[src/common/obj_consts.svh]
`ifndef OBJ_CONSTS_SVH
`define OBJ_CONSTS_SVH

// Entries in the object table
`define OBJ_COUNT 128

// Lines shown on screen
`define OBJ_VISIBLE_LINES 224

// Bottom value that closes the list
`define OBJ_END_MARK 8'hF0

// Entries per line buffer half
`define OBJ_LINE_W 512

// ROM words per object before the drawer gives up
`define OBJ_MAX_WORDS 64

`endif

[src/common/obj_pkg.sv]
`default_nettype none

package obj_pkg;

    // One entry of the line buffer
    // Priority sits on top and colour at the bottom
    typedef struct packed {
        logic [1:0] prio;   // Object priority
        logic [5:0] pal;    // Palette select
        logic [3:0] color;  // Zero is transparent
    } pixel_t;

    // Object table word address
    // Upper 7 bits pick the object and lower 3 bits the word
    typedef logic [9:0] tbl_addr_t;

    // Graphics ROM word address
    // Bank in 18:15 and offset in 14:0
    typedef logic [18:0] rom_addr_t;

endpackage

`default_nettype wire

[src/obj_scan/obj_scan.sv]
`timescale 1ns/1ps
`default_nettype none

`include "obj_consts.svh"

// Walks the object table at each line start and feeds the drawer
module obj_scan (
    input  wire                clk,
    input  wire                rst,
    input  wire                flip,
    input  wire                hstart,
    input  wire  [8:0]         vrender,
    output obj_pkg::tbl_addr_t tbl_addr,
    input  wire  [15:0]        tbl_dout,
    output logic [15:0]        tbl_din,
    output logic               tbl_we,
    output logic               dr_start,
    input  wire                dr_busy,
    output logic [8:0]         dr_xpos,
    output logic [15:0]        dr_offset,  // Bit 15 is horizontal flip
    output logic [3:0]         dr_bank,
    output logic [1:0]         dr_prio,
    output logic [5:0]         dr_pal
);

    typedef enum logic [3:0] {
        ST_IDLE,
        ST_NEXT,    // Word 0 address out
        ST_TOP,     // Word 0 back
        ST_XPOS,    // Word 1 back
        ST_PITCH,   // Word 2 back
        ST_BASE,    // Word 3 back
        ST_ATTR,    // Word 4 back
        ST_CALC,    // Word 7 back
        ST_CMD      // Waiting on the drawer
    } st_t;

    st_t         st;
    logic [6:0]  cur_obj;
    logic [2:0]  idx;       // Word being addressed
    logic [9:0]  boot_cnt;  // Waits out the buffer clear
    logic        booted;
    logic [8:0]  vrf;
    logic [7:0]  line_q;    // Line being scanned
    logic        first;     // Top line of the object
    logic [8:0]  xpos;
    logic [15:0] pitch;
    logic [15:0] offset;
    logic [3:0]  bank;
    logic [1:0]  prio;
    logic [5:0]  pal;
    logic [7:0]  top;
    logic [7:0]  bottom;
    logic        inzone;
    logic        last_obj;

    assign tbl_addr = {cur_obj, idx};
    assign tbl_din  = offset;       // Scratch write back
    assign booted   = boot_cnt == 10'(`OBJ_LINE_W);
    assign vrf      = flip ? 9'(`OBJ_VISIBLE_LINES - 1) - vrender : vrender;
    assign top      = tbl_dout[7:0];
    assign bottom   = tbl_dout[15:8];
    assign inzone   = line_q >= top && line_q < bottom;  // Empty when top is not below bottom
    assign last_obj = cur_obj == 7'(`OBJ_COUNT - 1);

    always_ff @(posedge clk or posedge rst) begin
        if (rst) begin
            st        <= ST_IDLE;
            cur_obj   <= '0;
            idx       <= '0;
            boot_cnt  <= '0;
            line_q    <= '0;
            first     <= 1'b0;
            xpos      <= '0;
            pitch     <= '0;
            offset    <= '0;
            bank      <= '0;
            prio      <= '0;
            pal       <= '0;
            tbl_we    <= 1'b0;
            dr_start  <= 1'b0;
            dr_xpos   <= '0;
            dr_offset <= '0;
            dr_bank   <= '0;
            dr_prio   <= '0;
            dr_pal    <= '0;
        end else begin
            if (!booted) boot_cnt <= boot_cnt + 10'd1;
            tbl_we   <= 1'b0;   // Single cycle writes
            dr_start <= 1'b0;
            if (hstart && booted) begin
                // Restart from object 0 and drop anything pending
                line_q  <= vrf[7:0];
                cur_obj <= '0;
                idx     <= '0;
                st      <= vrf < 9'(`OBJ_VISIBLE_LINES) ? ST_NEXT : ST_IDLE;
            end else begin
                case (st)
                    ST_IDLE: begin
                        cur_obj <= '0;
                        idx     <= '0;
                    end
                    ST_NEXT: begin
                        idx <= 3'd1;
                        st  <= ST_TOP;
                    end
                    ST_TOP: begin
                        if (bottom >= `OBJ_END_MARK) begin
                            st <= ST_IDLE;              // End of list
                        end else if (!inzone) begin
                            if (last_obj) begin
                                st <= ST_IDLE;
                            end else begin
                                cur_obj <= cur_obj + 7'd1;  // Skip it
                                idx     <= '0;
                                st      <= ST_NEXT;
                            end
                        end else begin
                            first <= top == line_q;
                            idx   <= 3'd2;
                            st    <= ST_XPOS;
                        end
                    end
                    ST_XPOS: begin
                        xpos <= tbl_dout[8:0];
                        idx  <= 3'd3;
                        st   <= ST_PITCH;
                    end
                    ST_PITCH: begin
                        pitch <= {{8{tbl_dout[7]}}, tbl_dout[7:0]};  // Sign extend
                        idx   <= 3'd4;
                        st    <= ST_BASE;
                    end
                    ST_BASE: begin
                        offset <= tbl_dout;
                        idx    <= 3'd7;                 // Scratch next
                        st     <= ST_ATTR;
                    end
                    ST_ATTR: begin
                        pal  <= tbl_dout[5:0];
                        prio <= tbl_dout[7:6];
                        bank <= tbl_dout[11:8];
                        st   <= ST_CALC;
                    end
                    ST_CALC: begin
                        // Base on the first line and scratch after that
                        offset <= (first ? offset : tbl_dout) + pitch;
                        tbl_we <= 1'b1;
                        st     <= ST_CMD;
                    end
                    ST_CMD: begin
                        if (!dr_busy) begin
                            dr_xpos   <= xpos;
                            dr_offset <= offset;
                            dr_bank   <= bank;
                            dr_prio   <= prio;
                            dr_pal    <= pal;
                            dr_start  <= 1'b1;
                            if (last_obj) begin
                                st <= ST_IDLE;
                            end else begin
                                cur_obj <= cur_obj + 7'd1;
                                idx     <= '0;
                                st      <= ST_NEXT;
                            end
                        end
                    end
                    default: st <= ST_IDLE;
                endcase
            end
        end
    end

    // Drawer must be free whenever a command goes out
    a_start_free: assert property (@(posedge clk) disable iff (rst)
        dr_start |-> !dr_busy);

    // One write per object
    a_we_pulse: assert property (@(posedge clk) disable iff (rst)
        tbl_we |=> !tbl_we);

endmodule

`default_nettype wire

[config.mk]
export PLATFORM = sky130hd
export DESIGN_NAME = obj_scan
export DESIGN_NICKNAME = d
export VERILOG_FILES = /design/src/common/obj_pkg.sv /design/src/obj_scan/obj_scan.sv
export VERILOG_INCLUDE_DIRS = /design/src /design/src/common
export SDC_FILE = /design/constraint.sdc
export NUM_CORES = 1
export LEC_CHECK = 0
export ABC_AREA = 0
export BUFFER_PORTS_ARGS = -buffer_cell sky130_fd_sc_hd__buf_4
export CORE_ASPECT_RATIO = 2
export CORE_MARGIN = 10
export CORE_UTILIZATION = 52
export DETAILED_ROUTE_END_ITERATION = 16
export HOLD_SLACK_MARGIN = 0.12
export PLACE_DENSITY = 0.73
export SLEW_MARGIN = 25
export SYNTH_ARGS = -nofsm -noshare
export SYNTH_HDL_FRONTEND = slang
export SYNTH_SLANG_ARGS = --single-unit
[constraint.sdc]
create_clock -name clk -period 3.8 [get_ports clk]
set_clock_uncertainty 0.1 [all_clocks]
set_input_delay 0.76 -clock clk [delete_from_list [all_inputs] [get_ports clk]]
set_output_delay 0.76 -clock clk [all_outputs]
set_load 0.05 [all_outputs]
### Word-level counts from Yosys, hierarchy flattened

Cells that the tools add are included.

| operators by class | value |
|---|---|
| add/sub/neg operators | 4 |
| bitwise logic cells | 3 |
| shift-type cells | 0 |
| eq/ne operators | 15 |
| multiply operators | 0 |
| reductions and logical operators | 15 |
| magnitude comparators | 4 |
| muxes and demuxes | 27 |
| divide/modulo/power cells | 0 |

Operators by type and width:

| kind | count |
|---|---|
| one-hot mux 4 bit (9 select lines) | 1 |
| two-way mux 7 bit | 5 |
| one-hot mux 16 bit (2 select lines) | 1 |
| one-hot mux 3 bit (7 select lines) | 1 |
| one-hot mux 7 bit (3 select lines) | 1 |
| adder 16 bit | 1 |
| == test 4 x 3 -> 1 bit (second input constant) | 4 |
| two-way mux 16 bit | 1 |
| two-way mux 4 bit | 4 |
| two-way mux 3 bit | 5 |
| adder 10 x 1 -> 10 bit (second input constant) | 1 |
| == test 10 bit (second input constant) | 1 |
| AND reduction 2 bit | 5 |
| < comparator 9 x 8 -> 1 bit (second input constant) | 1 |
| two-way mux 9 bit | 1 |
| inequality test 3 bit (second input constant) | 3 |
| subtractor 8 x 9 -> 9 bit (first input constant) | 1 |
| == test 4 x 2 -> 1 bit (second input constant) | 2 |
| == test 8 bit | 1 |
| >= comparator 8 bit | 1 |
| >= comparator 8 bit (second input constant) | 1 |
| < comparator 8 bit | 1 |
| AND reduction 4 bit | 2 |
| nonzero test 8 bit | 1 |
| other kinds (12) | 22 |

| storage, ports and cells | value |
|---|---|
| input port bits | 30 |
| memories kept | 0 |
| bits in latches | 0 |
| memory bits (writable) | 0 |
| bits in read-only memories | 0 |
| logic and storage cells | 87 |
| register bits | 117 |

### Longest topological paths before layout

| depth | value |
|---|---|
| depth after elaboration | 6 |
| gate-level depth with buffers | 13 |
| gate-level depth less buffers | 11 |

### Worst setup path after synthesis

OpenSTA, ideal clock, no wires.

| path | value |
|---|---|
| path kind | input to register |
| from | in tbl_dout[0] |
| to | reg offset[12] (netlist: tbl_din[12]) |
| slack | 0.900 ns |
| buffers on the path | 0 |
| library setup time | 0.134 ns |
| cell stages on the path | 11 |
| required time | 3.566 ns |
| arrival | 2.666 ns |
| path through | mux2_2 ha_1 inv_1 fa_1 nand2b_1 a21oi_1 a211o_1 a221o_1 a21oi_1 xor2_1 o211ai_1 |

| between the ends | value |
|---|---|
| longest elaborated chain between the ends | 3 |

RTL lines:

| what | RTL line | RTL |
|---|---|---|
| start, declared | obj_scan.sv:14 | `input wire [15:0] tbl_dout,` |
| two-way mux 16 bit | obj_scan.sv:147 | `offset <= (first ? offset : tbl_dout) + pitch;` |
| adder 16 bit | obj_scan.sv:147 |  |
| one-hot mux 16 bit (2 select lines) | obj_scan.sv:98 | `case (st)` |
| end signal, assigned | obj_scan.sv:135 | `offset <= tbl_dout;` |
| end signal, assigned | obj_scan.sv:147 |  |
| end, declared | obj_scan.sv:48 | `logic [15:0] offset;` |

Every way passes these cells.
A chain may end at the register's enable or synchronous reset.

### Worst setup path after layout

| path | value |
|---|---|
| from | reg first |
| to | reg offset[15] (netlist: tbl_din[15]) |

| between the ends | value |
|---|---|
| longest elaborated chain between the ends | 3 |

RTL lines:

| what | RTL line | RTL |
|---|---|---|
| start, declared | obj_scan.sv:45 | `logic first;` |
| start signal, assigned | obj_scan.sv:119 | `first <= top == line_q;` |
| two-way mux 16 bit | obj_scan.sv:147 |  |
| adder 16 bit | obj_scan.sv:147 |  |
| one-hot mux 16 bit (2 select lines) | obj_scan.sv:98 |  |

Every way passes these cells.

==> summary.json <==
{
  "dr.first_iter.drc_count": 292,
  "synthesis_stage_register_bit_count": 117,
  "clk_latency_ns": 0.42,
  "worst_setup_path_endpoint": "tbl_din[15]$_DFFE_PP0P_",
  "antenna_left": 0,
  "globalRouteMet2Util": 0.382,
  "reg2reg_setup_slack_ns": 0.74,
  "clk_path_buf_depth": 2,
  "ys_dominant_reg_cell": "dfrtp_1",
  "worstSetupPathType": "reg -> reg",
  "antenna_cells": 0,
  "cts_hold_buffers": 0,
  "yosysWarningCount": 0,
  "r2r_end": "tbl_din[15]$_DFFE_PP0P_",
  "grt_max_degree": 92,
  "synth_async_sr_flop_share": 1.00,
  "min_path_type": "in -> async",
  "cell_at_the_root_of_the_clock_tree": "clkbuf_16",
  "global_route.peak_usage_layer": "met2",
  "regArea_mm2": 0.00293,
  "crit_path_start_kind": "flop",
  "timing.setup.tns_ns": 0,
  "r2r.worst_path.cells": 11,
  "max-vdd-ir-drop_mv": 0.322,
  "grt_pass1_vias": 5933,
  "htreeDepth": 4,
  "p_per_area_mw_per_mm2": 383,
  "i_o_pin_cnt": 95,
  "grtUsageMet1": 0.199,
  "core_region_area_mm2": 0.0121,
  "synth_top_cells_by_count": "nand2_1, dfrtp_1, o21ai_0",
  "layout.filler_cells": 1014,
  "detail_route.wirelength_mm": 17.4,
  "hold_viol_final": 0,
  "gr-total-overflow": 0,
  "cts_num_sinks": 117,
  "hpwl_dp_mm": 13.3,
  "timing.critical_path.arrival_ns": 3.26,
  "timing.final.setup_violations": 0,
  "worst-endpoint-required_ns": 4.00,
  "placement.setup.worst_slack_ns": 0.557,
  "synth.yosys.seq_area_share": 0.462,
  "detailed_place.area_mm2": 0.00721,
  "layout_setup_ws_ns": 0.737,
  "num-nets-final": 872,
  "finalCriticalPeriod_ns": 3.06,
  "syn_nets": 776,
  "startpoint": "first$_DFFE_PP0P_",
  "place.port_buffers": 94,
  "slew_violations": 0,
  "gr-usage-all-layers": 0.205,
  "fmax_mhz": 326,
  "synthCells": 711,
  "drtPass1Iterations": 4,
  "leakagePower_uw": 0.00401,
  "tightestPinTransition_ns": 0.808,
  "area_delta_synth_final_pct": 22.5,
  "slew_headroom": 0.459,
  "crit_path_max_fanout": 26,
  "rr_startpoint": "first$_DFFE_PP0P_",
  "post-synth-top-count-cell": "nand2_1",
  "antenna_found_initial": 0,
  "stdcell_area_mm2": 0.00777,
  "largest_cells_by_area_after_synthesis": "dfrtp_1, nand2_1, ha_1, o21ai_0, xnor2_1",
  "multi_input_comb_area_mm2": 0.00316,
  "clkSlewWorstSetupHoldPaths_ns": 0.06,
  "routed-via-count": 5492,
  "result_of_the_run": "completed",
  "synth.cell_area_mm2": 0.00634,
  "detail_route.vias_per_cell": 5.68,
  "yosysUniqueCellTypes": 64,
  "post_cts.resized_instances": 0,
  "max_cap_viol_count": 0,
  "cts_buffers": 17,
  "average_size_of_a_mapped_cell_um2": 8.92,
  "cts_tree": "built",
  "post-synth-top-area-fraction": 0.462,
  "grt_pass1_wl_mm": 28.9,
  "critPathCaptureType": "flop",
  "met3_usage": 0.0434,
  "gp_congestion": 0.921,
  "postCtsSetupRepairBufs": 0,
  "drc": 0,
  "synth-edff-count": 0,
  "die-height_um": 176,
  "average_routed_wire_per_standard_cell_um": 18.0,
  "synth_top_cell_by_area": "dfrtp_1",
  "fp.dieArea_mm2": 0.0173,
  "starting_density": 0.526,
  "final_layout_size_suffix_gt1_frac": 0.198,
  "fin_crit_sh": 0.806,
  "grt_setup_unrepaired": "false",
  "std_cell_rows": 57,
  "die_width_um": 98.1
}
## where the power goes
part           internal, uW  switching (uW)  total (uW)
logic                  66.2             120         186
clock network           911             616        1530
registers              1250            9.24        1260
## worst min-delay path by stage
stage / end / slack (ns) / cells past startpoint
2_1_floorplan: dr_bank[0]$_DFFE_PP0P_ / 0.33 / 2
3_3_place_gp: dr_xpos[8]$_DFFE_PP0P_ / 0.35 / 2
3_5_place_dp: dr_xpos[0]$_DFFE_PP0P_ / 0.36 / 2
4_1_cts: dr_offset[7]$_DFFE_PP0P_ / 0.34 / 2
5_1_grt: dr_offset[9]$_DFFE_PP0P_ / 0.35 / 2
6_report: dr_offset[9]$_DFFE_PP0P_ / 0.32 / 2
## state kept, by name, indices dropped and copies added (netlist names)
name	cells
cur_obj	7
xpos	9
boot_cnt	10
st	4
dr_bank	4
idx	3
tbl_din	16
dr_offset	16
dr_pal	6
first	1
pitch	8
prio	2
pal	6
tbl_we	1
line_q	8
bank	4
dr_start	1
dr_prio	2
dr_xpos	9
## cell families (layout without fill, tap and decap cells)
| logic type | count (synthesis) | in the layout | synth area share |
|---|---|---|---|
| AO/OA/AOI/OAI | 151 | 151 | 0.145 |
| XOR/XNOR | 33 | 33 | 0.0456 |
| adder cells (fa/ha/maj) | 35 | 35 | 0.0702 |
| buffers and inverters | 60 | 169 | 0.0400 |
| flip-flops | 117 | 117 | 0.462 |
| multiplexers | 17 | 17 | 0.0288 |
| AND/OR/NAND/NOR | 298 | 298 | 0.209 |
## metal layers
metal,vias up,wire (um),part of all wire
li1,2619,-,-
met3,56,816,0.047
met2,156,9550,0.55
met1,2661,6250,0.36
met5,-,0,0
met4,0,815,0.047
## stage by stage
stage | total power (uW) | cells | util | hold WS [ns]
finish | 2980 | 967 | 0.645 | 0.317
global route | 3080 | 967 | 0.645 | 0.350
CTS | 3000 | 967 | 0.645 | 0.340
detailed placement | 1470 | 935 | 0.598 | 0.357
global placement | 1470 | 935 | 0.598 | 0.345
floorplan | 1390 | 711 | - | 0.333
## worst max-delay path: stages (launching register included)
cell	delay (ns)
dfrtp_1	0.45
buf_4	0.34
o21a_1	0.22
inv_1	0.05
ha_1	0.26
a21oi_1	0.20
nor2b_2	0.08
a311oi_2	0.51
o21ai_2	0.18
a221oi_2	0.31
xnor2_1	0.15
o22ai_1	0.09
## final cells by class
class / instances / area share
Clock buffer: 17 / 0.0547
Clock inverter: 15 / 0.0182
Inverter: 30 / 0.0150
Multi-Input combinational cell: 534 / 0.407
Sequential cell: 117 / 0.377
Tap cell: 147 / 0.0237
Timing Repair Buffer: 107 / 0.105
## placed cells by master, fill, tap and decap left out, types with 4 or more instances in the layout
master | Yosys | final
ha_1 | 34 | 34
mux2_2 | 9 | 9
o21ai_1 | 11 | 11
a21oi_1 | 34 | 34
nor3_1 | 8 | 8
nor2b_1 | 6 | 6
xor2_1 | 12 | 12
buf_4 | 5 | 106
nand4_1 | 7 | 7
inv_6 | 0 | 7
xnor2_1 | 21 | 21
nand2b_1 | 7 | 7
o21ai_0 | 58 | 58
nor2_1 | 33 | 33
mux2i_1 | 7 | 7
a21o_1 | 6 | 6
o22ai_1 | 5 | 5
clkinvlp_4 | 0 | 4
and2_1 | 7 | 7
and3_1 | 7 | 7
clkbuf_16 | 0 | 17
dfrtp_1 | 117 | 117
nand3_1 | 19 | 19
inv_1 | 29 | 28
nand2_1 | 188 | 188
(Power assumes the default switching activity.)
